`src/rtl/doc_pkg.sv`:
```
// ------------------------------
// DOC wavetable engine package
// Sizes, address map, register
// field enum and oscillator types
// ------------------------------

package doc_pkg;

    localparam int NUM_OSC       = 32;     // Oscillators in the file
    localparam int OSC_IDX_W     = 5;
    localparam int CLKS_PER_SLOT = 8;      // clk_en_i pulses per slot
    localparam int ACC_W         = 24;     // Phase accumulator
    localparam int MIX_W         = 24;     // Headroom for 32 summed samples
    localparam int MIX_SHIFT     = 2;      // Applied before 16 bit saturation

    localparam logic [7:0] ADDR_OSC_EN = 8'hE1;
    localparam logic [7:0] REG_TOP     = 8'hDF;  // Last per-oscillator address

    // Control register bits, channel lives in 7:4
    localparam int CTRL_HALT    = 0;
    localparam int CTRL_ONESHOT = 1;

    typedef logic [OSC_IDX_W-1:0]  osc_idx_t;
    typedef logic signed [15:0]    sample_t;
    typedef logic signed [MIX_W-1:0] mix_sum_t;

    // Bank select, from host address bits 7:5
    typedef enum logic [2:0] {
        FL   = 3'd0,   // Frequency low
        FH   = 3'd1,   // Frequency high
        VOL  = 3'd2,
        WDS  = 3'd3,   // Last wave data sample
        WTP  = 3'd4,   // Wave table pointer
        CTRL = 3'd5,
        RTS  = 3'd6    // Table size 5:3, resolution 2:0
    } reg_field_e;

    // One oscillator's state as seen by the engine
    typedef struct packed {
        logic [15:0]      freq;
        logic [7:0]       vol;
        logic [7:0]       wtp;
        logic [7:0]       ctrl;
        logic [7:0]       rts;
        logic [ACC_W-1:0] acc;
    } osc_regs_t;

endpackage
```
`src/rtl/doc_mixer.sv`:
```
// ------------------------------
// Output mixer
// Mono, left and right sums,
// latched once per frame
// ------------------------------

`timescale 1ns/1ps

module doc_mixer (
    input  logic             clk_i,
    input  logic             reset_n_i,
    input  logic             out_valid_i,
    input  doc_pkg::sample_t out_sample_i,
    input  logic [3:0]       out_chan_i,
    input  logic             frame_end_i,
    output doc_pkg::sample_t mono_mix_o,
    output doc_pkg::sample_t left_mix_o,
    output doc_pkg::sample_t right_mix_o
);
    import doc_pkg::*;

    mix_sum_t mono_sum_r;
    mix_sum_t left_sum_r;
    mix_sum_t right_sum_r;
    mix_sum_t sample_ext_w;

    assign sample_ext_w = mix_sum_t'(out_sample_i);   // Sign extend

    // Scale down, then clamp to the 16 bit range
    function automatic sample_t scale_sat(input mix_sum_t sum);
        mix_sum_t shifted;
        shifted = sum >>> MIX_SHIFT;
        if (shifted > mix_sum_t'(32767))       return 16'sh7FFF;
        else if (shifted < mix_sum_t'(-32768)) return 16'sh8000;
        else                                   return shifted[15:0];
    endfunction

    always_ff @(posedge clk_i) begin
        if (!reset_n_i) begin
            mono_sum_r  <= '0;
            left_sum_r  <= '0;
            right_sum_r <= '0;
            mono_mix_o  <= '0;
            left_mix_o  <= '0;
            right_mix_o <= '0;
        end else if (frame_end_i) begin
            mono_mix_o  <= scale_sat(mono_sum_r);
            left_mix_o  <= scale_sat(left_sum_r);
            right_mix_o <= scale_sat(right_sum_r);
            mono_sum_r  <= '0;
            left_sum_r  <= '0;
            right_sum_r <= '0;
        end else if (out_valid_i) begin
            mono_sum_r <= mono_sum_r + sample_ext_w;
            if (out_chan_i[0]) left_sum_r  <= left_sum_r + sample_ext_w;   // Odd channel
            else               right_sum_r <= right_sum_r + sample_ext_w;
        end
    end

endmodule

```
`config.mk`:
```
export PLATFORM = sky130hd
export DESIGN_NAME = doc_mixer
export DESIGN_NICKNAME = d
export VERILOG_FILES = /design/src/rtl/doc_pkg.sv /design/src/rtl/doc_mixer.sv
export SDC_FILE = /design/constraint.sdc
export NUM_CORES = 1
export LEC_CHECK = 0
export BUFFER_PORTS_ARGS = -buffer_cell sky130_fd_sc_hd__clkbuf_2
export CAP_MARGIN = 15
export CELL_PAD_IN_SITES_DETAIL_PLACEMENT = 1
export CELL_PAD_IN_SITES_GLOBAL_PLACEMENT = 1
export CORE_AREA = 2 2 135 137
export CTS_CLUSTER_DIAMETER = 30
export DETAILED_ROUTE_END_ITERATION = 10
export DIE_AREA = 0 0 137 139
export GPL_TIMING_DRIVEN = 0
export PLACE_DENSITY_LB_ADDON = 0.1
export SYNTH_ARGS = -nofsm -noshare
export SYNTH_HDL_FRONTEND = slang
export SYNTH_SLANG_ARGS = --single-unit
export TNS_END_PERCENT = 1
```
`constraint.sdc`:
```
create_clock -name clk_i -period 2.8 [get_ports clk_i]
set_input_delay 0.28 -clock clk_i [delete_from_list [all_inputs] [get_ports clk_i]]
set_output_delay 0.28 -clock clk_i [all_outputs]
set_load 0.05 [all_outputs]
```
==> flow_summary_export.csv <==
group,metric,value,unit
die,die_width,137,um
die,io_pins,72,
synthesis,yosysUniqueCellTypes,67,
power,pwr-share-seq,36.8,%
global_routing,busiest_layer,"met2",
global_routing,grt_max_degree,32,
die,start_util,44.2,%
clock_network,cts_tree,"yes",
sta,period_needed,2.69,ns
detailed_routing,postRouteAntennaNets,0,
synthesis,synth_area,0.00781,mm2
critical_path,startpoint_type,"input port",
global_routing,grt-ovfl-total,0,
placed_design,gp_congestion,0.926,
critical_path,worstPathMaxFanout,10,
global_routing,use_met1,38.3,%
cells_and_area,final_cell_mix,"nand2_1, dfxtp_1, nor2_1",
sta,tightest_slew,0.893,ns
min_path,min_to,"mono_mix_o[15]$_SDFFE_PN0P_",
critical_path,rrSetupSlack,0.14,ns
critical_path,critPathKind,"input port to flip-flop",
sta,final_max_slew_viol_count,0,
critical_path,reg2reg_to,"mono_sum_r[20]$_SDFFE_PP0P_",
detailed_routing,dr_total_vias,7823,
critical_path,required,3.09,ns
cells_and_area,final_cells,1342,
cells_and_area,fillers,2304,
placed_design,dp_hpwl,19200,um
die,die_area,0.0190,mm2
synthesis,syn-num-nets,1109,
clock_network,root_buffer,"clkbuf_16",
detailed_routing,via_per_inst,5.83,
sta,fmax,371,MHz
min_path,hp-start,"reset_n_i",
run,cap_violations,0,
die,core,0.0177,mm2
clock_network,hold_buffers,0,
global_routing,grt_pass1_wl,41900,um
critical_path,cp-end-kind,"flip-flop",
power,powerDensity,561,mW/mm2
clock_network,cts_max_level,4,
sta,clock_skew,0.00642,ns
cells_and_area,fin_util,51.1,%
sta,relSlewSlack,40.5,%
global_routing,use_met3,3.84,%
clock_network,cts_buffers,17,
detailed_routing,drt_first_pass_iters,5,
detailed_routing,drt-total-wl,26000,um
synthesis,async_reset_ff_share,0,%
cells_and_area,drive_gt1_share,10.5,%
global_routing,grt_pass1_vias,7992,
cells_and_area,seq_area,0.00240,mm2
sta,setup_viol,0,
power,switching_power,0.00165,W
cells_and_area,final_common_cell,"nand2_1",
die,rows,49,
cells_and_area,fin_nets,1195,
synthesis,yosys_most_used_dff,"dfxtp_1",
sta,hold_slack,0.291,ns
clock_network,clk-insertion-delay-late,0.43,ns
critical_path,arrival,2.98,ns
detailed_routing,wl_per_cell,19.3,um
min_path,hold_path.class,"input port to flip-flop",
power,p_comb_share,21.2,%
critical_path,r2r-start,"mono_sum_r[0]$_SDFFE_PP0P_",
cells_and_area,area_growth_syn_to_layout,15.6,%
power,leakage,3.94,nW
sta,fin_crit_sh,96.2,%
sta,finalWorstSetupSlack,0.108,ns
detailed_routing,first_iter_violations,363,
clock_network,cts_buffer_depth,2,
power,clkPwrFrac,42.0,%
clock_network,cts_sinks,120,
global_routing,grtUsageMet2,45.4,%
synthesis,yosysSeqAreaShare,30.8,%
placed_design,port_buffers,67,
detailed_routing,drc,0,
min_path,min_path_cells,2,
synthesis,synth_edf_count,0,
power,internal-power,0.00341,W
power,p_sw_share,32.6,%
global_routing,grtUsageTotal,28.1,%
synthesis,yosysWarnings,0,
placed_design,place_inst,1309,
synthesis,ys_ff_latch,120,
global_routing,antenna_found_initial,0,
die,chipHeight,139,um
clock_network,cts.clk_slew.worst_paths,0.06,ns
synthesis,syn_inst,1013,
cells_and_area,multi_input_area,0.00516,mm2
sta,rsz0062_at_grt,"true",
sta,hold_violations,0,
critical_path,reg2reg_depth,9,
outcome,status,"finished, final reports clean",
placed_design,post-place-ws,-0.416,ns
power,peakVddDrop,0.433,mV
synthesis,syn-mean-instance-area,7.71,um2
critical path, cell delays in order:
cell      delay (ns)
clkbuf_1        0.50
nand2b_1        0.32
clkbuf_1        0.60
clkbuf_1        0.63
buf_1           0.55
a21oi_1         0.09
state kept, by name (all words and copies together) (netlist names):
register / cells
left_mix_o: 16
mono_mix_o: 16
right_mix_o: 16
left_sum_r: 24
mono_sum_r: 24
right_sum_r: 24
power by group through the flow:
| stage | clock network (W) | registers, W | logic, W |
|---|---|---|---|
| 6_report | 0.00213 | 0.00186 | 0.00108 |
| 5_1_grt | 0.00224 | 0.00187 | 0.00118 |
| 4_1_cts | 0.00216 | 0.00186 | 0.00107 |
| 3_5_place_dp | 0 | 0.00190 | 0.00106 |
| 3_3_place_gp | 0 | 0.00190 | 0.00104 |
| 2_1_floorplan | 0 | 0.00207 | 0.000583 |
Yosys cell counts (all sizes together) (9+ instances only):
library cell	instances	area share, %
a211oi	19	1.9
a21o	31	3.0
a21oi	94	6.0
and3	14	1.2
buf	10	0.59
clkbuf	29	1.6
dfxtp	120	31
ha	69	11
inv	26	1.2
mux2i	13	1.7
nand2	151	7.3
nand3	30	1.9
nand4	9	0.72
nor2	101	4.9
nor3	17	1.1
nor4	9	0.72
o211ai	11	1.1
o21a	10	0.96
o21ai	95	6.1
xnor2	25	2.8
xor2	17	1.9
metal layers:
metal	wire length [um]	vias to the layer above
met5	0	-
met2	11900	149
met1	12600	3776
met3	875	42
li1	-	3856
met4	658	0
cells by family after synthesis:
logic type / synth area share, %
adder cells (fa/ha/maj): 11.8
flip-flops: 30.8
XOR/XNOR: 4.71
buffers and inverters: 3.41
AND/OR/NAND/NOR: 21.9
AO/OA/AOI/OAI: 25.7
multiplexers: 1.67
final cells by class:
| cell class | instances | share of cell area (%) |
|---|---|---|
| sequential | 120 | 26.6 |
| clock buffer | 21 | 5.21 |
| timing repair buffer | 67 | 3.74 |
| multi-input combinational | 828 | 57.2 |
| inverter | 26 | 1.08 |
| antenna | 1 | 0.0277 |
| clock inverter | 11 | 1.08 |
| tap | 229 | 3.17 |
| buffer | 39 | 1.87 |
worst max path at each step:
stage / slack (ns) / to / start
after detailed placement: -0.42 / left_sum_r[20]$_SDFFE_PP0P_ / out_sample_i[15]
final: 0.11 / right_sum_r[15]$_SDFFE_PP0P_ / frame_end_i
after global placement: -0.43 / left_sum_r[20]$_SDFFE_PP0P_ / out_sample_i[15]
after floorplan: 0.22 / mono_sum_r[20]$_SDFFE_PP0P_ / mono_sum_r[0]$_SDFFE_PP0P_
after CTS: 0.007 / left_sum_r[20]$_SDFFE_PP0P_ / out_sample_i[15]
after global routing: -0.05 / left_sum_r[23]$_SDFFE_PP0P_ / left_sum_r[16]$_SDFFE_PP0P_
repair_timing:
action                     CTS  global route
setup endpoints to repair    2             6
gates resized for setup      3             6
cloned                       0             0
buffers inserted             0             0
pin swaps                    0             2
through the flow:
| stage | setup TNS, ns | area [um2] | total power (W) |
|---|---|---|---|
| floorplan | 0 | 7810 | 0.00265 |
| global placement | -10.19 | 8430 | 0.00293 |
| detailed placement | -10.72 | 8430 | 0.00295 |
| CTS | 0 | 9010 | 0.00509 |
| global route | -0.0593 | 9030 | 0.00530 |
| finish | 0 | 9030 | 0.00507 |
Note: power is estimated with default switching activity, not from simulation.
