==> config.mk <==
export PLATFORM = sky130hd
export DESIGN_NAME = doc_slot_timer
export DESIGN_NICKNAME = d
export VERILOG_FILES = /design/src/rtl/doc_pkg.sv /design/src/rtl/doc_slot_timer.sv
export SDC_FILE = /design/constraint.sdc
export NUM_CORES = 1
export LEC_CHECK = 0
export BUFFER_PORTS_ARGS = -buffer_cell sky130_fd_sc_hd__buf_2
export CAP_MARGIN = 20
export CORE_AREA = 4 4 41 43
export CTS_CLUSTER_DIAMETER = 150
export DETAILED_ROUTE_END_ITERATION = 10
export DIE_AREA = 0 0 45 47
export MAX_ROUTING_LAYER = met4
export PLACE_DENSITY = 0.84
export SYNTH_ARGS = -nofsm -noshare
export SYNTH_HDL_FRONTEND = slang
export SYNTH_SLANG_ARGS = --single-unit
==> constraint.sdc <==
create_clock -name clk_i -period 5.64 [get_ports clk_i]
set_input_delay 0 -clock clk_i [delete_from_list [all_inputs] [get_ports clk_i]]
set_output_delay 0 -clock clk_i [all_outputs]
set_load 0.01 [all_outputs]
==> src/rtl/doc_pkg.sv <==
// ------------------------------
// DOC wavetable engine package
// Sizes, address map, register
// field enum and oscillator types
// ------------------------------

package doc_pkg;

    localparam int NUM_OSC       = 32;     // Oscillators in the file
    localparam int OSC_IDX_W     = 5;
    localparam int CLKS_PER_SLOT = 8;      // clk_en_i pulses per slot
    localparam int ACC_W         = 24;     // Phase accumulator
    localparam int MIX_W         = 24;     // Headroom for 32 summed samples
    localparam int MIX_SHIFT     = 2;      // Applied before 16 bit saturation

    localparam logic [7:0] ADDR_OSC_EN = 8'hE1;
    localparam logic [7:0] REG_TOP     = 8'hDF;  // Last per-oscillator address

    // Control register bits, channel lives in 7:4
    localparam int CTRL_HALT    = 0;
    localparam int CTRL_ONESHOT = 1;

    typedef logic [OSC_IDX_W-1:0]  osc_idx_t;
    typedef logic signed [15:0]    sample_t;
    typedef logic signed [MIX_W-1:0] mix_sum_t;

    // Bank select, from host address bits 7:5
    typedef enum logic [2:0] {
        FL   = 3'd0,   // Frequency low
        FH   = 3'd1,   // Frequency high
        VOL  = 3'd2,
        WDS  = 3'd3,   // Last wave data sample
        WTP  = 3'd4,   // Wave table pointer
        CTRL = 3'd5,
        RTS  = 3'd6    // Table size 5:3, resolution 2:0
    } reg_field_e;

    // One oscillator's state as seen by the engine
    typedef struct packed {
        logic [15:0]      freq;
        logic [7:0]       vol;
        logic [7:0]       wtp;
        logic [7:0]       ctrl;
        logic [7:0]       rts;
        logic [ACC_W-1:0] acc;
    } osc_regs_t;

endpackage
==> src/rtl/doc_slot_timer.sv <==
// ------------------------------
// Slot timing generator
// Eight clk_en_i pulses per slot,
// one refresh slot per frame
// ------------------------------

`timescale 1ns/1ps

module doc_slot_timer (
    input  logic              clk_i,
    input  logic              reset_n_i,
    input  logic              clk_en_i,
    input  doc_pkg::osc_idx_t osc_last_i,
    output logic              slot_start_o,
    output doc_pkg::osc_idx_t slot_osc_o,
    output logic              frame_end_o,
    output logic              ready_o
);
    import doc_pkg::*;

    logic [$clog2(CLKS_PER_SLOT)-1:0] pulse_cnt_r;
    osc_idx_t osc_r;          // Oscillator of the next slot
    logic     refresh_r;      // Next slot is the refresh slot
    logic     ready_r;
    logic     tick_w;

    assign tick_w = clk_en_i && (pulse_cnt_r == CLKS_PER_SLOT - 1);

    assign slot_start_o = tick_w && !refresh_r;
    assign frame_end_o  = tick_w && refresh_r;
    assign slot_osc_o   = osc_r;
    assign ready_o      = ready_r || slot_start_o;   // High from the first slot on

    always_ff @(posedge clk_i) begin
        if (!reset_n_i) begin
            pulse_cnt_r <= '0;
            osc_r       <= '0;
            refresh_r   <= 1'b0;
            ready_r     <= 1'b0;
        end else begin
            if (clk_en_i) begin
                pulse_cnt_r <= tick_w ? '0 : pulse_cnt_r + 1'b1;
            end
            if (slot_start_o) begin
                ready_r <= 1'b1;
                // >= also covers osc_en lowered mid frame
                if (osc_r >= osc_last_i) refresh_r <= 1'b1;
                else                     osc_r     <= osc_r + 1'b1;
            end
            if (frame_end_o) begin
                refresh_r <= 1'b0;
                osc_r     <= '0;
            end
        end
    end

endmodule

==> impl_metrics.yaml, run 1 <==
run_status:
  status: "finished clean"
place:
  place_worst_setup_slack_ns: 3.71
  place.detailed.hpwl_um: 909
  place.port_buffers: 15
  dpl-instance-area_um2: 736
  placed_cells_incl_taps: 98
  gp_routability_congestion: 0.693
worst_setup_path:
  critical-path-max-stage-delay_ns: 0.39
  crit_chain: "ha_1 -> or2_4 -> a2111oi_4 -> a31oi_4 -> or3_1 -> a21oi_1"
  critPathCaptureType: "flop"
  worst-endpoint-required_ns: 5.83
  critical_path_s_slowest_cell: "a2111oi_4"
  crit_path_start_kind: "flop"
  critical_path_class: "flop to flop"
  critical_path_peak_fanout: 8
  cp.arrival_ns: 2.14
die:
  floorplan.rows: 13
  die_w_um: 45
  fp.coreArea_um2: 1300
  initial_utilization_pct: 49.3
  floorplan.die.height_um: 47
  fp.dieArea_um2: 2120
  pin_count: 16
synth:
  synth.most_common_cell: "dfxtp_1"
  synth-seq-cells: 10
  synth_flop_cell: "dfxtp_1"
  synth_area_leader_cell: "dfxtp_1"
  post_synth_main_area_contributors: "dfxtp_1, ha_1, a2111oi_4"
  ys.warnings.count: 0
  post_synthesis_cell_count: 68
  post_synthesis_area_per_instance_um2: 9.44
  synth.net_count: 84
  synth_largest_type_area_fraction_pct: 31.2
  synth.cells.most_frequent: "dfxtp_1, ha_1, inv_1, nand3_1"
  post_synth_instance_area_um2: 642
  synth_enable_flop_cells: 0
  netlist_cell_types: 29
  synth_async_sr_flop_share_pct: 0
  synth_sequential_area_ratio_pct: 31.2
sta:
  postLayoutSetupSlackWorst_ns: 3.70
  fin_worst_skew_ns: 0.00191
  final_min_period_over_clock_period_pct: 34.5
  timing.slew.headroom_pct: 79.1
  maxClockFrequency_mhz: 514
  slew_violations: 0
  setup-tns-final_ns: 0
  final-hold-violation-count: 0
  finalCriticalPeriod_ns: 1.94
  timing.final.setup_violations: 0
  whs_ns: 0.0343
  grt_setup_unrepaired: "false"
  worst-slew-pin-transition_ns: 0.314
final_layout:
  area.growth.synth_to_final_pct: 20.3
  drive_gt1_share_pct: 29.9
  finish.net_count: 104
  final_util_pct: 59.3
  diodes: 0
  post_layout_nonfiller_instances: 102
  layout.filler_cells: 123
  layout.cell_area.non_filler_um2: 772
pwr:
  intPower_mw: 0.117
  p_clk_share_pct: 43.1
  leakage_nw: 0.385
  power.share.switching_pct: 21.2
  net-switching-power_mw: 0.0316
  ir_drop_mv: 0.164
  combPwrFrac_pct: 8.3
  seq_power_share_pct: 48.7
  total_chip_power_mw: 0.149
  pd_cells_nw_per_um2: 193
routing:
  drt-pass1-iter-count: 4
  violation_count_after_the_first_detailed_routing_iteration: 2
  vias: 521
  routedWlPerCell_um: 10.8
  detail-route-antenna-nets: 0
  routed_via_density: 5.11
  route.detailed.drc: 0
  routed_wl_um: 1100
clocking:
  tritoncts: "yes"
  worstSkewPairLatency_ns: 0.26
  cts_setup_buffers: 0
  h-tree-depth: 1
  clk_root_buffer_cell: "clkbuf_4"
  clock_tree.buffer_depth: 2
  clk_transition_reported_paths_ns: 0.07
  cts_sink_cnt: 10
  post_cts.resized_instances: 0
  tritoncts.num_buffers: 3
  cts.hold.buffers_added: 0
grt:
  grt_use_total_pct: 12.3
  grt_antenna_before_repair: 0
  gr-total-overflow: 0
  grt_pass1_vias: 463
  grt_first_pass_wirelength_um: 1860
  grt_max_degree: 9
run:
  drv.max_cap_violation_count: 0
hold_path:
  holdCritPathClass: "input pin to flop"
metal layers:
| metal | GRT usage (%) | wire (µm) | vias to the layer above | share of wire, % |
|---|---|---|---|---|
| met3 | 2.30 | 31 | 2 | 2.8 |
| li1 | - | - | 283 | - |
| met5 | - | 0 | - | 0 |
| met2 | 18.9 | 543 | 4 | 49 |
| met4 | 7.02 | 12 | 0 | 1.1 |
| met1 | 14.9 | 510 | 232 | 46 |
worst paths after layout:
kind / end / slack (ns) / cells past startpoint / startpoint
setup reg to reg: slot_osc_o[3]$_SDFFE_PP0P_ / 3.70 / 6 / slot_osc_o[3]$_SDFFE_PP0P_
hold / removal: pulse_cnt_r[0]$_SDFFE_PN0P_ / 0.03 / 2 / reset_n_i
hold reg to reg: pulse_cnt_r[2]$_SDFFE_PN0P_ / 0.49 / 2 / pulse_cnt_r[2]$_SDFFE_PN0P_
setup / recovery: slot_osc_o[3]$_SDFFE_PP0P_ / 3.70 / 6 / slot_osc_o[3]$_SDFFE_PP0P_
power by group through the flow:
stage | registers [mW] | logic (mW) | clock network, mW
2_1_floorplan | 0.0739 | 0.00778 | 0
3_3_place_gp | 0.0740 | 0.0120 | 0
3_5_place_dp | 0.0741 | 0.0124 | 0
4_1_cts | 0.0724 | 0.0124 | 0.0664
5_1_grt | 0.0725 | 0.0140 | 0.0707
6_report | 0.0724 | 0.0123 | 0.0641
sequential cells by signal, summed over array words and instances, names as in the netlist:
| name | count |
|---|---|
| ready_r | 1 |
| slot_osc_o | 5 |
| pulse_cnt_r | 3 |
| refresh_r | 1 |
critical path, delay by kind of cell, from the launching register on:
family / cells / cell delay (ns)
AO/OA/AOI/OAI: 3 / 0.63
adder cells (fa/ha/maj): 1 / 0.26
flip-flops: 1 / 0.38
AND/OR/NAND/NOR: 2 / 0.60
logic make-up (layout without fill, tap and decap cells):
logic type | count (synthesis) | count (layout) | share of synthesized area [%]
simple gates | 27 | 27 | 25.7
compound gates | 13 | 13 | 18.9
flops | 10 | 10 | 31.2
fa+ha+maj | 8 | 8 | 15.6
buf+inv | 7 | 26 | 4.09
mux | 2 | 2 | 3.12
xor+xnor | 1 | 1 | 1.36
cell usage in the layout, fill, tap and decap left out, drive strengths merged, types with 3 or more instances in the layout:
cell	n
a21oi	3
buf	15
clkbuf	4
dfxtp	10
ha	8
inv	7
nand3	5
nor2	4
o21ai	3
or3	3
cell type report:
type | count | area (µm²) | share of cell area, %
multi-input cells | 51 | 415 | 53.8
flip-flops and latches | 10 | 200 | 25.9
repair buffers | 15 | 75.1 | 9.72
clock buffers | 4 | 36.3 | 4.70
inverters | 7 | 26.3 | 3.40
well taps | 15 | 18.8 | 2.43
Power figures use the tool's default switching activity.
==> run 2, diff against run 1 <==
clock period = 1.8 ns   (was 5.64 ns; I/O delays follow)
==> run 2 against run 1 <==
Die area unchanged. Clock skew increased by 0.0052 ns. Non-clock buffer count grew 6. Design area rose by 11%. Power grew to 3.2 times the previous value. Critical path type unchanged. First-iteration DRC count grew to 5.0 times the previous value. Worst hold slack worse by 0.010 ns. Global-route usage is 4.0 points higher.
==> impl_metrics.yaml, run 2 (synthesis results as in run 1) <==
die:
  die_w_um: 45
  fp.dieArea_um2: 2120
  initial_utilization_pct: 49.3
  fp.coreArea_um2: 1300
  pin_count: 16
  floorplan.die.height_um: 47
  floorplan.rows: 13
pwr:
  power.share.switching_pct: 23.5
  combPwrFrac_pct: 9.0
  pd_cells_nw_per_um2: 566
  total_chip_power_mw: 0.483
  seq_power_share_pct: 47.0
  leakage_nw: 0.415
  intPower_mw: 0.370
  p_clk_share_pct: 44.0
  ir_drop_mv: 0.401
  net-switching-power_mw: 0.113
grt:
  grt_use_total_pct: 16.2
  grt_max_degree: 9
  gr-total-overflow: 0
  grt_pass1_vias: 556
  grt_first_pass_wirelength_um: 2360
  grt_antenna_before_repair: 0
final_layout:
  layout.filler_cells: 113
  leading_cell_type_in_the_layout_fill_and_taps_excluded: "buf_2"
  finish.net_count: 110
  drive_gt1_share_pct: 38.7
  most_frequent_cells_in_the_layout: "buf_2, dfxtp_1, inv_1"
  area.growth.synth_to_final_pct: 32.9
  seq_area_um2: 203
  diodes: 0
  largest_register_ffs: 5
  area_of_the_multi_input_gates_um2: 449
clocking:
  tritoncts: "yes"
  clk_root_buffer_cell: "clkbuf_4"
  clk_transition_reported_paths_ns: 0.08
  clock_tree.buffer_depth: 2
  cts_sink_cnt: 10
  tritoncts.num_buffers: 3
  worstSkewPairLatency_ns: 0.28
  h-tree-depth: 1
run:
  drv.max_cap_violation_count: 0
place:
  place.port_buffers: 15
  place_worst_setup_slack_ns: -0.0311
  gp_routability_congestion: 0.768
  place.detailed.hpwl_um: 1010
hold_path:
  hold_start: "reset_n_i"
  holdCritPathClass: "input pin to flop"
worst_setup_path:
  cp.arrival_ns: 2.00
  worstSetupStartpoint: "slot_osc_o[3]$_SDFFE_PP0P_"
  reg2reg_from: "slot_osc_o[3]$_SDFFE_PP0P_"
  worst-endpoint-required_ns: 2.00
  critical_path_peak_fanout: 6
  crit_path_start_kind: "flop"
  critPathCaptureType: "flop"
  critical_path_class: "flop to flop"
run_status:
  status: "finished clean"
sta:
  fin_worst_skew_ns: 0.00713
  final_min_period_over_clock_period_pct: 100
  grt_setup_unrepaired: "true"
  timing.final.setup_violations: 0
  final-hold-violation-count: 0
  worst-slew-pin-transition_ns: 0.339
  postLayoutSetupSlackWorst_ns: 0.000510
  maxClockFrequency_mhz: 556
  finalCriticalPeriod_ns: 1.80
  timing.slew.headroom_pct: 77.4
  slew_violations: 0
routing:
  drt-pass1-iter-count: 4
  routedWlPerCell_um: 13.8
  routed_via_density: 5.34
  routed_wl_um: 1490
  violation_count_after_the_first_detailed_routing_iteration: 10
  vias: 577
  route.detailed.drc: 0
  detail-route-antenna-nets: 0
[run 2: cell count changes in the layout (fill, tap and decap cells not counted)]
cell,previous run,this run
ha_4,0,2
ha_1,8,6
dfxtp_2,0,2
a31oi_4,1,2
a31oi_2,1,0
buf_4,0,6
dfxtp_1,10,8
[run 2: area by class of cell]
class / instances / share of cell area (%)
inverter: 7 / 3.08
sequential: 10 / 23.8
clock buffer: 4 / 4.25
timing repair buffer: 21 / 14.1
tap: 15 / 2.20
multi-input combinational: 51 / 52.6
[run 2: power groups by stage]
stage | clock [mW] | sequential (mW) | combinational (mW)
2_1_floorplan | 0 | 0.232 | 0.0244
3_3_place_gp | 0 | 0.232 | 0.0377
3_5_place_dp | 0 | 0.232 | 0.0395
4_1_cts | 0.220 | 0.227 | 0.0407
5_1_grt | 0.228 | 0.227 | 0.0495
6_report | 0.213 | 0.227 | 0.0436
[run 2: final timing paths]
kind	to	slack, ns	cells after the start
worst max-delay path	slot_osc_o[3]$_SDFFE_PP0P_	0.0005	6
worst min register to register	slot_osc_o[4]$_SDFFE_PP0P_	0.52	2
worst min-delay path	pulse_cnt_r[0]$_SDFFE_PN0P_	0.02	2
worst max register to register	slot_osc_o[3]$_SDFFE_PP0P_	0.0005	6
[run 2: through the flow]
| stage | cells | TNS [ns] | hold WS (ns) | instance area (µm²) | utilization (%) |
|---|---|---|---|---|---|
| after floorplan | 68 | 0 | 0.118 | 644 | - |
| after global placement | 102 | 0 | 0.303 | 768 | 59.0 |
| after detailed placement | 102 | -0.0557 | 0.300 | 768 | 59.0 |
| after CTS | 107 | -0.0830 | 0.00309 | 825 | 63.4 |
| after global routing | 108 | -0.0730 | 0.0437 | 853 | 65.6 |
| final | 108 | 0 | 0.0243 | 853 | 65.6 |
[run 2: layer usage]
metal	share of wire, %	GRT usage, %	vias up
li1	-	-	293
met1	37	16.4	265
met2	56	28.2	14
met3	5.4	5.75	5
met4	1.4	7.02	0
met5	0	-	-
[run 2: critical path, stage by stage, from the launching register on]
cell       delay [ns]
dfxtp_2          0.36
ha_4             0.20
or2_4            0.23
a2111oi_4        0.36
a31oi_4          0.08
or3_1            0.34
a21oi_1          0.15
[run 2: timing repair]
item	CTS	global route
buffers inserted	1	1
hold endpoints to repair	0	0
gates resized for setup	1	3
setup endpoints to repair	3	5
hold buffers	0	0
pin swaps	4	3
