**config.mk**
```make
export PLATFORM = sky130hd
export DESIGN_NAME = doc_osc_engine_flat
export DESIGN_NICKNAME = d
export VERILOG_FILES = /design/src/rtl/doc_pkg.sv /design/src/rtl/doc_osc_if.sv /design/src/rtl/doc_osc_engine.sv /design/src/flat_wrapper.sv
export SDC_FILE = /design/constraint.sdc
export NUM_CORES = 1
export LEC_CHECK = 0
export BUFFER_PORTS_ARGS = -buffer_cell sky130_fd_sc_hd__buf_2
export CAP_MARGIN = 25
export CELL_PAD_IN_SITES_DETAIL_PLACEMENT = 1
export CELL_PAD_IN_SITES_GLOBAL_PLACEMENT = 1
export CORE_MARGIN = 3
export CORE_UTILIZATION = 46
export CTS_BUF_LIST = sky130_fd_sc_hd__clkbuf_4
export DETAILED_ROUTE_END_ITERATION = 8
export GPL_ROUTABILITY_DRIVEN = 0
export PLACE_DENSITY = 0.87
export REMOVE_ABC_BUFFERS = 1
export SETUP_SLACK_MARGIN = 0.1
export SLEW_MARGIN = 15
export SYNTH_ARGS = -nofsm -noshare
export SYNTH_HDL_FRONTEND = slang
export SYNTH_SLANG_ARGS = --single-unit
```
**constraint.sdc**
```tcl
create_clock -name clk_i -period 9.4 [get_ports clk_i]
set_input_delay 0.94 -clock clk_i [delete_from_list [all_inputs] [get_ports clk_i]]
set_output_delay 0.94 -clock clk_i [all_outputs]
set_load 0.03 [all_outputs]
```
**src/rtl/doc_pkg.sv**
```systemverilog
// ------------------------------
// DOC wavetable engine package
// Sizes, address map, register
// field enum and oscillator types
// ------------------------------

package doc_pkg;

    localparam int NUM_OSC       = 32;     // Oscillators in the file
    localparam int OSC_IDX_W     = 5;
    localparam int CLKS_PER_SLOT = 8;      // clk_en_i pulses per slot
    localparam int ACC_W         = 24;     // Phase accumulator
    localparam int MIX_W         = 24;     // Headroom for 32 summed samples
    localparam int MIX_SHIFT     = 2;      // Applied before 16 bit saturation

    localparam logic [7:0] ADDR_OSC_EN = 8'hE1;
    localparam logic [7:0] REG_TOP     = 8'hDF;  // Last per-oscillator address

    // Control register bits, channel lives in 7:4
    localparam int CTRL_HALT    = 0;
    localparam int CTRL_ONESHOT = 1;

    typedef logic [OSC_IDX_W-1:0]  osc_idx_t;
    typedef logic signed [15:0]    sample_t;
    typedef logic signed [MIX_W-1:0] mix_sum_t;

    // Bank select, from host address bits 7:5
    typedef enum logic [2:0] {
        FL   = 3'd0,   // Frequency low
        FH   = 3'd1,   // Frequency high
        VOL  = 3'd2,
        WDS  = 3'd3,   // Last wave data sample
        WTP  = 3'd4,   // Wave table pointer
        CTRL = 3'd5,
        RTS  = 3'd6    // Table size 5:3, resolution 2:0
    } reg_field_e;

    // One oscillator's state as seen by the engine
    typedef struct packed {
        logic [15:0]      freq;
        logic [7:0]       vol;
        logic [7:0]       wtp;
        logic [7:0]       ctrl;
        logic [7:0]       rts;
        logic [ACC_W-1:0] acc;
    } osc_regs_t;

endpackage
```
**src/rtl/doc_osc_if.sv**
```systemverilog
// ------------------------------
// Register file to engine link
// Snapshot out, write strobes in
// ------------------------------

`timescale 1ns/1ps

interface doc_osc_if;
    import doc_pkg::*;

    osc_idx_t         idx;          // Oscillator being accessed
    osc_regs_t        snap;         // Combinational view of idx
    logic             acc_we;
    logic [ACC_W-1:0] acc_wdata;
    logic             wds_we;
    logic [7:0]       wds_wdata;
    logic             halt_we;      // Sets control bit 0 of idx

    modport regs (
        input  idx, acc_we, acc_wdata, wds_we, wds_wdata, halt_we,
        output snap
    );

    modport engine (
        output idx, acc_we, acc_wdata, wds_we, wds_wdata, halt_we,
        input  snap
    );

endinterface

```
**src/rtl/doc_osc_engine.sv**
```systemverilog
// ------------------------------
// Oscillator engine
// Fetch, scale, step and halt
// once per slot
// ------------------------------

`timescale 1ns/1ps

module doc_osc_engine (
    input  logic              clk_i,
    input  logic              reset_n_i,
    input  logic              slot_start_i,
    input  doc_pkg::osc_idx_t slot_osc_i,
    doc_osc_if.engine         osc,
    output logic              wave_rd_o,
    output logic [15:0]       wave_address_o,
    input  logic              wave_data_ready_i,
    input  logic [7:0]        wave_data_i,
    output logic              out_valid_o,
    output doc_pkg::sample_t  out_sample_o,
    output logic [3:0]        out_chan_o
);
    import doc_pkg::*;

    typedef enum logic [2:0] {
        S_IDLE,
        S_FETCH,        // wave_rd_o high
        S_WAIT_DATA,
        S_OUTPUT,       // Scale fetched byte
        S_STEP          // Advance accumulator
    } eng_state_e;

    eng_state_e state_r;
    osc_idx_t   idx_r;
    osc_regs_t  cur_r;            // Snapshot taken at slot start
    logic [7:0] data_r;

    logic [2:0]        wts_w;
    logic [2:0]        res_w;
    logic [4:0]        shift_w;
    logic [4:0]        top_bit_w;
    logic [7:0]        ptr_mask_w;
    logic [ACC_W:0]    sum_w;        // Extra bit keeps the carry
    logic [ACC_W:0]    acc_mask_w;
    logic              overflow_w;
    logic              fetch_done_w;
    logic              zero_byte_w;
    logic signed [7:0] data_s_w;
    logic signed [16:0] product_w;

    assign wts_w     = cur_r.rts[5:3];
    assign res_w     = cur_r.rts[2:0];
    assign shift_w   = 5'd9 + 5'(res_w) - 5'(wts_w);
    assign top_bit_w = 5'd17 + 5'(res_w);

    // Table pointer high byte, low wts bits give way to the phase
    assign ptr_mask_w     = 8'hFF << wts_w;
    assign wave_address_o = 16'(cur_r.acc >> shift_w) | {cur_r.wtp & ptr_mask_w, 8'h00};
    assign wave_rd_o      = (state_r == S_FETCH);

    assign sum_w      = cur_r.acc + cur_r.freq;
    assign acc_mask_w = ~({(ACC_W+1){1'b1}} << top_bit_w);
    assign overflow_w = sum_w[top_bit_w];

    assign fetch_done_w = (state_r == S_WAIT_DATA) && wave_data_ready_i;
    assign zero_byte_w  = (wave_data_i == 8'h00);

    // Offset binary byte to signed, times unsigned volume
    assign data_s_w  = signed'(data_r ^ 8'h80);
    assign product_w = data_s_w * signed'({1'b0, cur_r.vol});

    // Index follows the slot input until the snapshot is taken
    assign osc.idx       = (state_r == S_IDLE) ? slot_osc_i : idx_r;
    assign osc.wds_we    = fetch_done_w;
    assign osc.wds_wdata = wave_data_i;
    assign osc.acc_we    = (state_r == S_STEP);
    assign osc.acc_wdata = sum_w[ACC_W-1:0] & acc_mask_w[ACC_W-1:0];
    assign osc.halt_we   = (fetch_done_w && zero_byte_w) ||
                           ((state_r == S_STEP) && overflow_w && cur_r.ctrl[CTRL_ONESHOT]);

    assign out_chan_o = cur_r.ctrl[7:4];

    always_ff @(posedge clk_i) begin
        if (!reset_n_i) begin
            state_r     <= S_IDLE;
            out_valid_o <= 1'b0;
        end else begin
            out_valid_o <= 1'b0;
            case (state_r)
                S_IDLE: begin
                    // Halted oscillators sit the slot out
                    if (slot_start_i && !osc.snap.ctrl[CTRL_HALT]) state_r <= S_FETCH;
                end
                S_FETCH: state_r <= S_WAIT_DATA;
                S_WAIT_DATA: begin
                    if (wave_data_ready_i) state_r <= zero_byte_w ? S_IDLE : S_OUTPUT;
                end
                S_OUTPUT: begin
                    out_valid_o <= 1'b1;
                    state_r     <= S_STEP;
                end
                S_STEP:  state_r <= S_IDLE;
                default: state_r <= S_IDLE;
            endcase
        end
    end

    always_ff @(posedge clk_i) begin
        if ((state_r == S_IDLE) && slot_start_i) begin
            idx_r <= slot_osc_i;
            cur_r <= osc.snap;
        end
        if (fetch_done_w) data_r <= wave_data_i;
        if (state_r == S_OUTPUT) out_sample_o <= product_w[15:0];   // Fits, |x| <= 32640
    end

endmodule

```
**src/flat_wrapper.sv**
```systemverilog
// flat-port wrapper written by rule: the top's interface ports become plain ports
module doc_osc_engine_flat import doc_pkg::*;
  (clk_i, reset_n_i, slot_start_i, slot_osc_i, wave_rd_o, wave_address_o, wave_data_ready_i, wave_data_i, out_valid_o, out_sample_o, out_chan_o, osc_idx, osc_acc_we, osc_acc_wdata, osc_wds_we, osc_wds_wdata, osc_halt_we, osc_snap);
  doc_osc_if osc_i ();
  input  logic clk_i;
  input  logic reset_n_i;
  input  logic slot_start_i;
  input  doc_pkg::osc_idx_t slot_osc_i;
  output logic wave_rd_o;
  output logic [15:0] wave_address_o;
  input  logic wave_data_ready_i;
  input  logic [7:0] wave_data_i;
  output logic out_valid_o;
  output doc_pkg::sample_t out_sample_o;
  output logic [3:0] out_chan_o;
  output wire logic [$bits(osc_i.idx)-1:0] osc_idx;
  output wire logic [$bits(osc_i.acc_we)-1:0] osc_acc_we;
  output wire logic [$bits(osc_i.acc_wdata)-1:0] osc_acc_wdata;
  output wire logic [$bits(osc_i.wds_we)-1:0] osc_wds_we;
  output wire logic [$bits(osc_i.wds_wdata)-1:0] osc_wds_wdata;
  output wire logic [$bits(osc_i.halt_we)-1:0] osc_halt_we;
  input wire logic [$bits(osc_i.snap)-1:0] osc_snap;
  assign osc_idx = osc_i.idx;
  assign osc_acc_we = osc_i.acc_we;
  assign osc_acc_wdata = osc_i.acc_wdata;
  assign osc_wds_we = osc_i.wds_we;
  assign osc_wds_wdata = osc_i.wds_wdata;
  assign osc_halt_we = osc_i.halt_we;
  assign osc_i.snap = osc_snap;
  doc_osc_engine u_core (.clk_i(clk_i), .reset_n_i(reset_n_i), .slot_start_i(slot_start_i), .slot_osc_i(slot_osc_i), .osc(osc_i), .wave_rd_o(wave_rd_o), .wave_address_o(wave_address_o), .wave_data_ready_i(wave_data_ready_i), .wave_data_i(wave_data_i), .out_valid_o(out_valid_o), .out_sample_o(out_sample_o), .out_chan_o(out_chan_o));
endmodule
```
==> results of run 1 <==
## sequential cells by signal, summed over array words and instances (netlist names)
| name | flops |
|---|---|
| u_core.cur_r | 63 |
| u_core.data_r | 8 |
| u_core.idx_r | 5 |
| u_core.out_chan_o | 4 |
| u_core.out_sample_o | 16 |
| u_core.out_valid_o | 1 |
| u_core.state_r | 3 |
## cells in the final DEF, fill, tap and decap left out, types with 4 or more instances in the layout
cell,instances
nor2b_1,8
dfxtp_1,4
mux2_2,14
mux2i_1,14
a31oi_1,5
nor3_1,6
o22ai_1,7
a211oi_1,8
and2_1,45
o211ai_1,7
or3_1,5
fa_1,39
o21bai_1,4
xnor2_1,22
nor3b_1,5
nand2b_1,5
mux4_2,9
bufinv_16,5
a21boi_0,4
ha_1,65
and3_1,7
a21oi_1,39
nand2_1,76
xor2_1,8
nor2_1,45
nand3_1,9
buf_4,4
clkbuf_4,10
or2_2,6
inv_1,77
buf_2,162
o21ai_0,39
o21a_1,6
edfxtp_1,96
## worst register-to-register path, stage by stage, from the launching register on
cell	delay [ns]
edfxtp_1	0.60
or2_2	0.37
fa_1	0.50
fa_1	0.54
inv_1	0.06
fa_1	0.53
inv_1	0.06
fa_1	0.53
inv_1	0.04
ha_1	0.31
o21ai_0	0.12
a21boi_0	0.33
o21ai_0	0.18
a21boi_0	0.32
o21ai_0	0.18
nor2b_1	0.19
o311ai_0	0.33
## stage by stage
stage,area [um^2],setup slack [ns],utilization (%),std cells
after detailed placement,8850,4.04,53.0,1113
after CTS,9090,4.02,54.4,1129
after floorplan,7710,4.72,-,726
after global placement,8840,4.30,52.9,1112
final,9090,4.03,54.4,1131
after global routing,9090,3.63,54.4,1131
## routing by layer
metal	GRT usage, %	wire length [um]	vias to the layer above
met2	36.1	9910	166
met5	0	13	-
met1	30.8	9310	3061
met3	4.24	1180	25
li1	-	-	2954
met4	7.10	366	2
## cell families after synthesis
group | Yosys count | share of synthesized area, %
AND/OR/NAND/NOR | 231 | 14.5
adder cells (fa/ha/maj) | 104 | 20.1
flip-flops | 100 | 37.4
AO/OA/AOI/OAI | 146 | 12.0
multiplexers | 37 | 6.32
buffers and inverters | 114 | 6.26
XOR/XNOR | 31 | 3.43
## final timing paths
kind / from / endpoint / slack, ns
worst min-delay path: osc_snap[46] / u_core.cur_r[46] / 0.58
worst min register to register: u_core.state_r[0] / u_core.state_r[0] / 0.60
worst max register to register: u_core.data_r[7] / u_core.out_sample_o[14] / 4.03
worst max-delay path: u_core.data_r[7] / u_core.out_sample_o[14] / 4.03
## power groups by stage
stage / clock, mW / sequential, mW / combinational (mW)
floorplan: 0 / 0.571 / 0.593
global placement: 0 / 0.575 / 0.778
detailed placement: 0 / 0.577 / 0.819
CTS: 0.359 / 0.567 / 0.825
global route: 0.375 / 0.572 / 0.914
finish: 0.354 / 0.567 / 0.822
## final cells by class
class / count / area, um^2
fillers: 1938 / 7610
clock buffers: 10 / 75.1
repair buffers: 167 / 852
inverters: 77 / 289
well taps: 220 / 275
flip-flops and latches: 100 / 2960
diodes: 2 / 5.00
multi-input cells: 549 / 4470
clock inverters: 6 / 159
==> results.toml, run 1 <==
[logic_synthesis]
async_reset_ff_share_pct = 0
synth_area_per_cell_um2 = 10.4
yosysTopAreaCell = "edfxtp_1"
synth_top_cell_area_share_pct = 36.4
synth-edff-count = 96
synth_warnings = 0
synthTopCellsByArea = "edfxtp_1 (36%), ha_1 (10%), fa_1 (9.9%), inv_1 (3.7%), and2_1 (3.6%)"
syn_inst = 763
yosysUniqueCellTypes = 62
synth_commonest_cells = "edfxtp_1 (96), inv_1 (77), nand2_1 (76)"
ys_ff_latch = 100
mappedNetlistArea_um2 = 7920
yosysSeqAreaShare_pct = 37.4
synthFlopType = "edfxtp_1"
synth.most_common_cell = "edfxtp_1"

[power]
clkPwrFrac_pct = 20.3
peakVddDrop_uv = 90.7
seqPwrFrac_pct = 32.5
finalPower_mw = 1.74
comb_power_share_pct = 47.2
power.internal_mw = 1.04
switching_power_mw = 0.701
p_sw_share_pct = 40.2
powerDensity_nw_per_um2 = 192
power.leakage_nw = 3.99

[floorplanning]
dieHeight_um = 137
ios = 167
initial_core_util_pct = 47.4
die_x_um = 137
rows = 47
die-area_um2 = 18800
core_um2 = 16700

[finish]
drive_gt1_share_pct = 24.4
areaGrowthSynthToFinish_pct = 14.8
nets = 1097

[timing]
tightest_slew_ns = 1.00
slew_viol_final = 0
period_share_pct = 57.1
fin_worst_skew_ns = 0.0358
finalHoldWorstSlack_ns = 0.583
period_minus_slack_ns = 5.37
hold_viol_final = 0
setup_viol = 0
finalSetupTns_ns = 0
max_freq_ghz = 0.186
rsz0062_at_grt = "no"
maxSlewHeadroom_pct = 33.3

[worst_setup_path]
crit_path_cell_trace = "or2_2 -> fa_1 -> fa_1 -> inv_1 -> fa_1 -> inv_1 -> fa_1 -> inv_1 -> ha_1 -> o21ai_0 -> a21boi_0 -> o21ai_0 -> a21boi_0 -> o21ai_0 -> nor2b_1 -> o311ai_0"
critPathBufInv = 3
cpMaxStageDelayCell = "edfxtp_1"
worst_setup_path_end_kind = "flop"
worstRegToRegCells = 16
crit_cells = 16
crit_type = "flop to flop"
path_max_fanout = 10
crit_family = "adder cells"
crit_required_ns = 9.70
worstPathArrival_ns = 5.68
cp-start-kind = "flop"
cp_common_cell = "fa_1"
max_stage_delay_ns = 0.60

[route]
ant_nets = 0
via_per_inst = 5.49
vias = 6208
wl_um = 20800
routedWlPerCell_um = 18.4
dr.pass1.iters = 5
dr.first_iter.drc_count = 350
drc = 0

[cts]
clock-sinks = 100
clk_latency_ns = 0.51
cts_root_buffer = "clkbuf_4"
cts_tree = "yes"
cts_buffer_depth = 2
htree_levels = 3
hold_buffers = 0
clk_pin_slew_ns = 0.19
post_cts_buffers = 0
cts_resized = 0
cts_made_buffers = 9

[grt]
grt_use_total_pct = 22.4
grt_pass1_vias = 6413
grt_pass1_wl_um = 33100
grt_max_degree = 73
antenna_found_initial = 3
gr-total-overflow = 0

[placed_design]
port_buffers = 162
hpwl_um = 16400

[job]
maxCapViolCount = 0

[min_path]
min_path_type = "input port to flop"
min_path_cells = 1

[outcome]
status = "complete, no violations"
Note: power is estimated with default switching activity, not from simulation.
==> inputs of run 2 (changes only) <==
CORE_UTILIZATION = 40   (was 46)
PLACE_DENSITY = 0.8   (was 0.87)
clock period = 4.6 ns   (was 9.4 ns; I/O delays follow)
==> results.toml, run 2 (synthesis gave the netlist of run 1 again) <==
[outcome]
status = "complete, no violations"

[floorplanning]
core_um2 = 19100
die-area_um2 = 21500
initial_core_util_pct = 41.5
ios = 167
die_x_um = 147
rows = 50
dieHeight_um = 147

[route]
routedWlPerCell_um = 19.1
ant_nets = 0
drc = 0
wl_um = 23200
vias = 6429
via_per_inst = 5.29
dr.pass1.iters = 5
dr.first_iter.drc_count = 426

[finish]
ff_latch_area_um2 = 2960
nets = 1141
largest_register_ffs = 63
areaGrowthSynthToFinish_pct = 21.5
mostFrequentLayoutCell = "buf_2"
multi_input_area_um2 = 4680
final_cell_mix = "buf_2 (162), edfxtp_1 (96), nand2_1 (74)"
fillers = 2185
drive_gt1_share_pct = 31.8
largest_register = "u_core.cur_r"
reg_top3 = "u_core.cur_r: 63 flops, u_core.out_sample_o: 16 flops, u_core.data_r: 8 flops"

[placed_design]
dp_slack_ns = -0.475
port_buffers = 162
hpwl_um = 17300

[grt]
grt_pass1_wl_um = 35600
antenna_found_initial = 5
grt_use_total_pct = 20.5
grt_max_degree = 73
gr-total-overflow = 0
grt_pass1_vias = 6713

[cts]
cts_buffer_depth = 2
clock-sinks = 100
hold_buffers = 0
htree_levels = 3
clk_pin_slew_ns = 0.18
clk_latency_ns = 0.49
cts_made_buffers = 9
cts_root_buffer = "clkbuf_4"
cts_tree = "yes"

[power]
power.leakage_nw = 4.21
powerDensity_nw_per_um2 = 380
peakVddDrop_uv = 183
finalPower_mw = 3.65

[worst_setup_path]
cp-start-kind = "flop"
crit_required_ns = 4.92
worstRegToRegCells = 18
crit_family = "adder cells"
crit_path_cell_trace = "buf_4 -> and2_4 -> fa_1 -> inv_2 -> fa_1 -> inv_2 -> fa_1 -> inv_1 -> fa_1 -> inv_2 -> ha_4 -> o21ai_4 -> a21boi_2 -> o21ai_2 -> a21boi_2 -> o21ai_2 -> nor2b_4 -> o311ai_2"
worst_setup_path_end_kind = "flop"
rrSetupSlack_ns = 0.04
path_max_fanout = 2
worstPathArrival_ns = 4.88
max_stage_delay_ns = 0.58
rr_startpoint = "u_core.data_r[2]"
cpMaxStageDelayCell = "fa_1"
reg2reg_to = "u_core.out_sample_o[14]"
critPathBufInv = 5
cp_common_cell = "fa_1"
crit_type = "flop to flop"

[timing]
maxSlewHeadroom_pct = 39.8
period_minus_slack_ns = 4.56
fin_worst_skew_ns = 0.0119
max_freq_ghz = 0.219
setup_slack_ns = 0.0374
setup_viol = 0
tightest_slew_ns = 0.899
period_share_pct = 99.2
hold_viol_final = 0
slew_viol_final = 0

[min_path]
holdCritStartpoint = "osc_snap[43]"
min_path_cells = 1
min_path_type = "input port to flop"
min_to = "u_core.cur_r[43]"

[job]
maxCapViolCount = 0
[run 2: per-layer routing]
layer | vias up | GRT usage [%] | wire, um
met5 | - | 0 | 27
li1 | 3047 | - | -
met3 | 38 | 3.95 | 1260
met2 | 168 | 32.2 | 10900
met4 | 4 | 6.49 | 517
met1 | 3172 | 28.9 | 10600
[run 2: how the worst max path moves through the flow]
stage / from / endpoint / cells after the start
final: u_core.data_r[2] / u_core.out_sample_o[14] / 18
after global routing: u_core.data_r[2] / u_core.out_sample_o[14] / 18
after CTS: u_core.cur_r[53] / u_core.out_sample_o[15] / 17
after detailed placement: u_core.data_r[7] / u_core.out_sample_o[14] / 16
after global placement: u_core.cur_r[48] / u_core.out_sample_o[14] / 16
after floorplan: u_core.data_r[7] / u_core.out_sample_o[14] / 16
[run 2: repair_timing]
action                                  4_1_cts  5_1_grt
gates resized for setup                      22       37
endpoints found under the setup margin        6        6
pin swaps                                    16       33
endpoints found under the hold margin         0        0
buffers inserted                              5       12
[run 2: power breakdown]
part           switching (mW)  internal, mW  total (mW)  leakage (nW)
Sequential             0.0483          1.10        1.15         0.942
Clock                   0.340         0.173       0.513        0.0786
Combinational            1.17         0.823        1.99          3.19
Total                    1.56          2.10        3.65          4.21
[run 2: cell type report]
cell class	instances	area share, %
inverter	77	3.00
sequential	100	30.8
multi-input combinational	549	48.6
tap	260	3.38
antenna	3	0.0780
timing repair buffer	211	12.7
clock inverter	6	0.637
clock buffer	10	0.780
[run 2: through the flow]
stage / utilization [%] / instance area, um^2 / hold WS (ns) / std cells / setup TNS (ns)
floorplan: - / 7710 / 0.499 / 726 / -0.0825
global placement: 47.7 / 9090 / 0.556 / 1179 / -0.350
detailed placement: 47.7 / 9090 / 0.575 / 1179 / -0.889
CTS: 49.0 / 9340 / 0.0696 / 1200 / 0
global route: 50.4 / 9620 / 0.0813 / 1216 / -0.251
finish: 50.4 / 9620 / 0.120 / 1216 / 0
==> inputs of run 3 (changes only) <==
ABC_AREA = 1   (was unset)
CORE_UTILIZATION = 38   (was 40)
==> results.toml, run 3 <==
[timing]
fin_worst_skew_ns = 0.0342
maxSlewHeadroom_pct = 37.9
period_share_pct = 94.6
slew_viol_final = 0
setup_slack_ns = 0.251
period_minus_slack_ns = 4.35
setup_viol = 0
max_freq_ghz = 0.230
finalHoldWorstSlack_ns = 0.115
hold_viol_final = 0
rsz0062_at_grt = "yes"
tightest_slew_ns = 0.929

[grt]
grt_pass1_vias = 7783
grt_use_total_pct = 20.4
grt_max_degree = 47
gr-total-overflow = 0
grt_pass1_wl_um = 38900
antenna_found_initial = 1

[route]
via_per_inst = 4.96
wl_um = 23600
vias = 7152
routedWlPerCell_um = 16.4
dr.first_iter.drc_count = 325
ant_nets = 0
drc = 0
dr.pass1.iters = 5

[floorplanning]
rows = 52
initial_core_util_pct = 39.5
die_x_um = 153
die-area_um2 = 23300
dieHeight_um = 153
core_um2 = 20700
ios = 167

[logic_synthesis]
synthFlopType = "edfxtp_1"
synth_top_cell_area_share_pct = 35.3
synth_commonest_cells = "nand2_1 (283), inv_1 (181), edfxtp_1 (96)"
mappedNetlistArea_um2 = 8160
synth.most_common_cell = "nand2_1"
yosysSeqAreaShare_pct = 36.3
synth_warnings = 0
synth_area_per_cell_um2 = 8.14
yosysUniqueCellTypes = 42
yosysTopAreaCell = "edfxtp_1"
synth-edff-count = 96
ys_ff_latch = 100
synthTopCellsByArea = "edfxtp_1 (35%), nand2_1 (13%), ha_1 (10%), fa_1 (9.6%), inv_1 (8.3%)"
syn_inst = 1003
async_reset_ff_share_pct = 0

[worst_setup_path]
rr_startpoint = "u_core.data_r[7]"
cpMaxStageDelayCell = "fa_1"
crit_required_ns = 4.89
worst_setup_path_end_kind = "flop"
crit_path_end = "u_core.out_sample_o[15]"
crit_family = "adder cells"
setup.worst_path.start = "u_core.data_r[7]"
worstPathArrival_ns = 4.64
crit_path_cell_trace = "buf_6 -> or2_2 -> fa_1 -> inv_1 -> fa_1 -> fa_1 -> inv_1 -> fa_1 -> inv_1 -> ha_4 -> nand2_2 -> o21ai_2 -> a21oi_2 -> o21ai_2 -> a21oi_2 -> nor2_1 -> nor2_1 -> xor2_1"
cp_common_cell = "fa_1"
crit_cells = 18
path_max_fanout = 9
reg2reg_to = "u_core.out_sample_o[15]"
max_stage_delay_ns = 0.55
cp-start-kind = "flop"
crit_type = "flop to flop"
critPathBufInv = 4
worstRegToRegCells = 18
rrSetupSlack_ns = 0.25

[cts]
cts_made_buffers = 9
hold_buffers = 0
cts_root_buffer = "clkbuf_4"
cts_buffer_depth = 2
clk_pin_slew_ns = 0.20
clk_latency_ns = 0.50
clock-sinks = 100
cts_tree = "yes"
htree_levels = 3

[finish]
final_cell_mix = "nand2_1 (280), inv_1 (178), buf_2 (162)"
utilization_pct = 46.4
drive_gt1_share_pct = 21.5
finish.instance_area_um2 = 9610
mostFrequentLayoutCell = "nand2_1"
largest_register_ffs = 63
areaGrowthSynthToFinish_pct = 17.7
largest_register = "u_core.cur_r"
nets = 1359
reg_top3 = "u_core.cur_r: 63 flops, u_core.out_sample_o: 16 flops, u_core.data_r: 8 flops"

[power]
powerDensity_nw_per_um2 = 433
peakVddDrop_uv = 172
power.leakage_nw = 4.91

[placed_design]
dp_slack_ns = -0.159
hpwl_um = 19200
placed_area_um2 = 9320
port_buffers = 162

[outcome]
status = "complete, no violations"

[min_path]
min_path_type = "input port to flop"
min_path_cells = 1

[job]
maxCapViolCount = 0
## run 3: worst min path at each step
stage / slack [ns] / start / to
floorplan: 0.50 / u_core.state_r[1] / u_core.out_valid_o
global placement: 0.55 / u_core.state_r[1] / u_core.state_r[2]
detailed placement: 0.57 / u_core.state_r[1] / u_core.out_valid_o
CTS: 0.08 / osc_snap[53] / u_core.cur_r[53]
global route: 0.06 / osc_snap[53] / u_core.cur_r[53]
finish: 0.11 / osc_snap[53] / u_core.cur_r[53]
## run 3: metrics by stage
stage               total power, mW  TNS (ns)  cells
finish                         4.16         0   1441
CTS                            4.06         0   1434
global route                   4.51   -0.0212   1441
floorplan                      2.78         0    960
detailed placement             3.49    -0.159   1418
global placement               3.41         0   1418
## run 3: report_power, final
group          internal (mW)  switching [mW]  total, mW
clock                  0.121           0.342      0.463
sequential              1.14          0.0566       1.19
combinational          0.903            1.60       2.50
total                   2.16            2.00       4.16
## run 3: layout make-up
| cell class | count | area, um^2 |
|---|---|---|
| Clock buffer | 9 | 67.6 |
| Sequential cell | 100 | 2960 |
| Tap cell | 270 | 338 |
| Inverter | 183 | 687 |
| Fill cell | 2599 | 11100 |
| Multi-Input combinational cell | 677 | 4420 |
| Timing Repair Buffer | 195 | 1070 |
| Antenna cell | 1 | 2.50 |
| Clock inverter | 6 | 57.6 |
## run 3: logic make-up (layout without fill, tap and decap cells)
| family | after synthesis | count (layout) | synth area share (%) |
|---|---|---|---|
| multiplexers | 5 | 5 | 0.613 |
| other | 0 | 1 | 0 |
| adder cells (fa/ha/maj) | 104 | 104 | 19.5 |
| flip-flops | 100 | 100 | 36.3 |
| AO/OA/AOI/OAI | 122 | 122 | 8.20 |
| XOR/XNOR | 27 | 27 | 2.99 |
| AND/OR/NAND/NOR | 419 | 419 | 21.3 |
| buffers and inverters | 226 | 393 | 11.1 |
## run 3: metal layers
metal | global-route usage [%] | wire length [um]
met5 | 0 | 0
met2 | 34.2 | 11200
met1 | 26.9 | 10600
met4 | 5.77 | 536
met3 | 3.86 | 1250
## run 3: what timing repair did
| item | 4_1_cts | 5_1_grt |
|---|---|---|
| setup endpoints to repair | 3 | 13 |
| setup buffers | 1 | 6 |
| resized for setup | 8 | 20 |
| pin swaps | 4 | 17 |
| gates cloned | 0 | 0 |
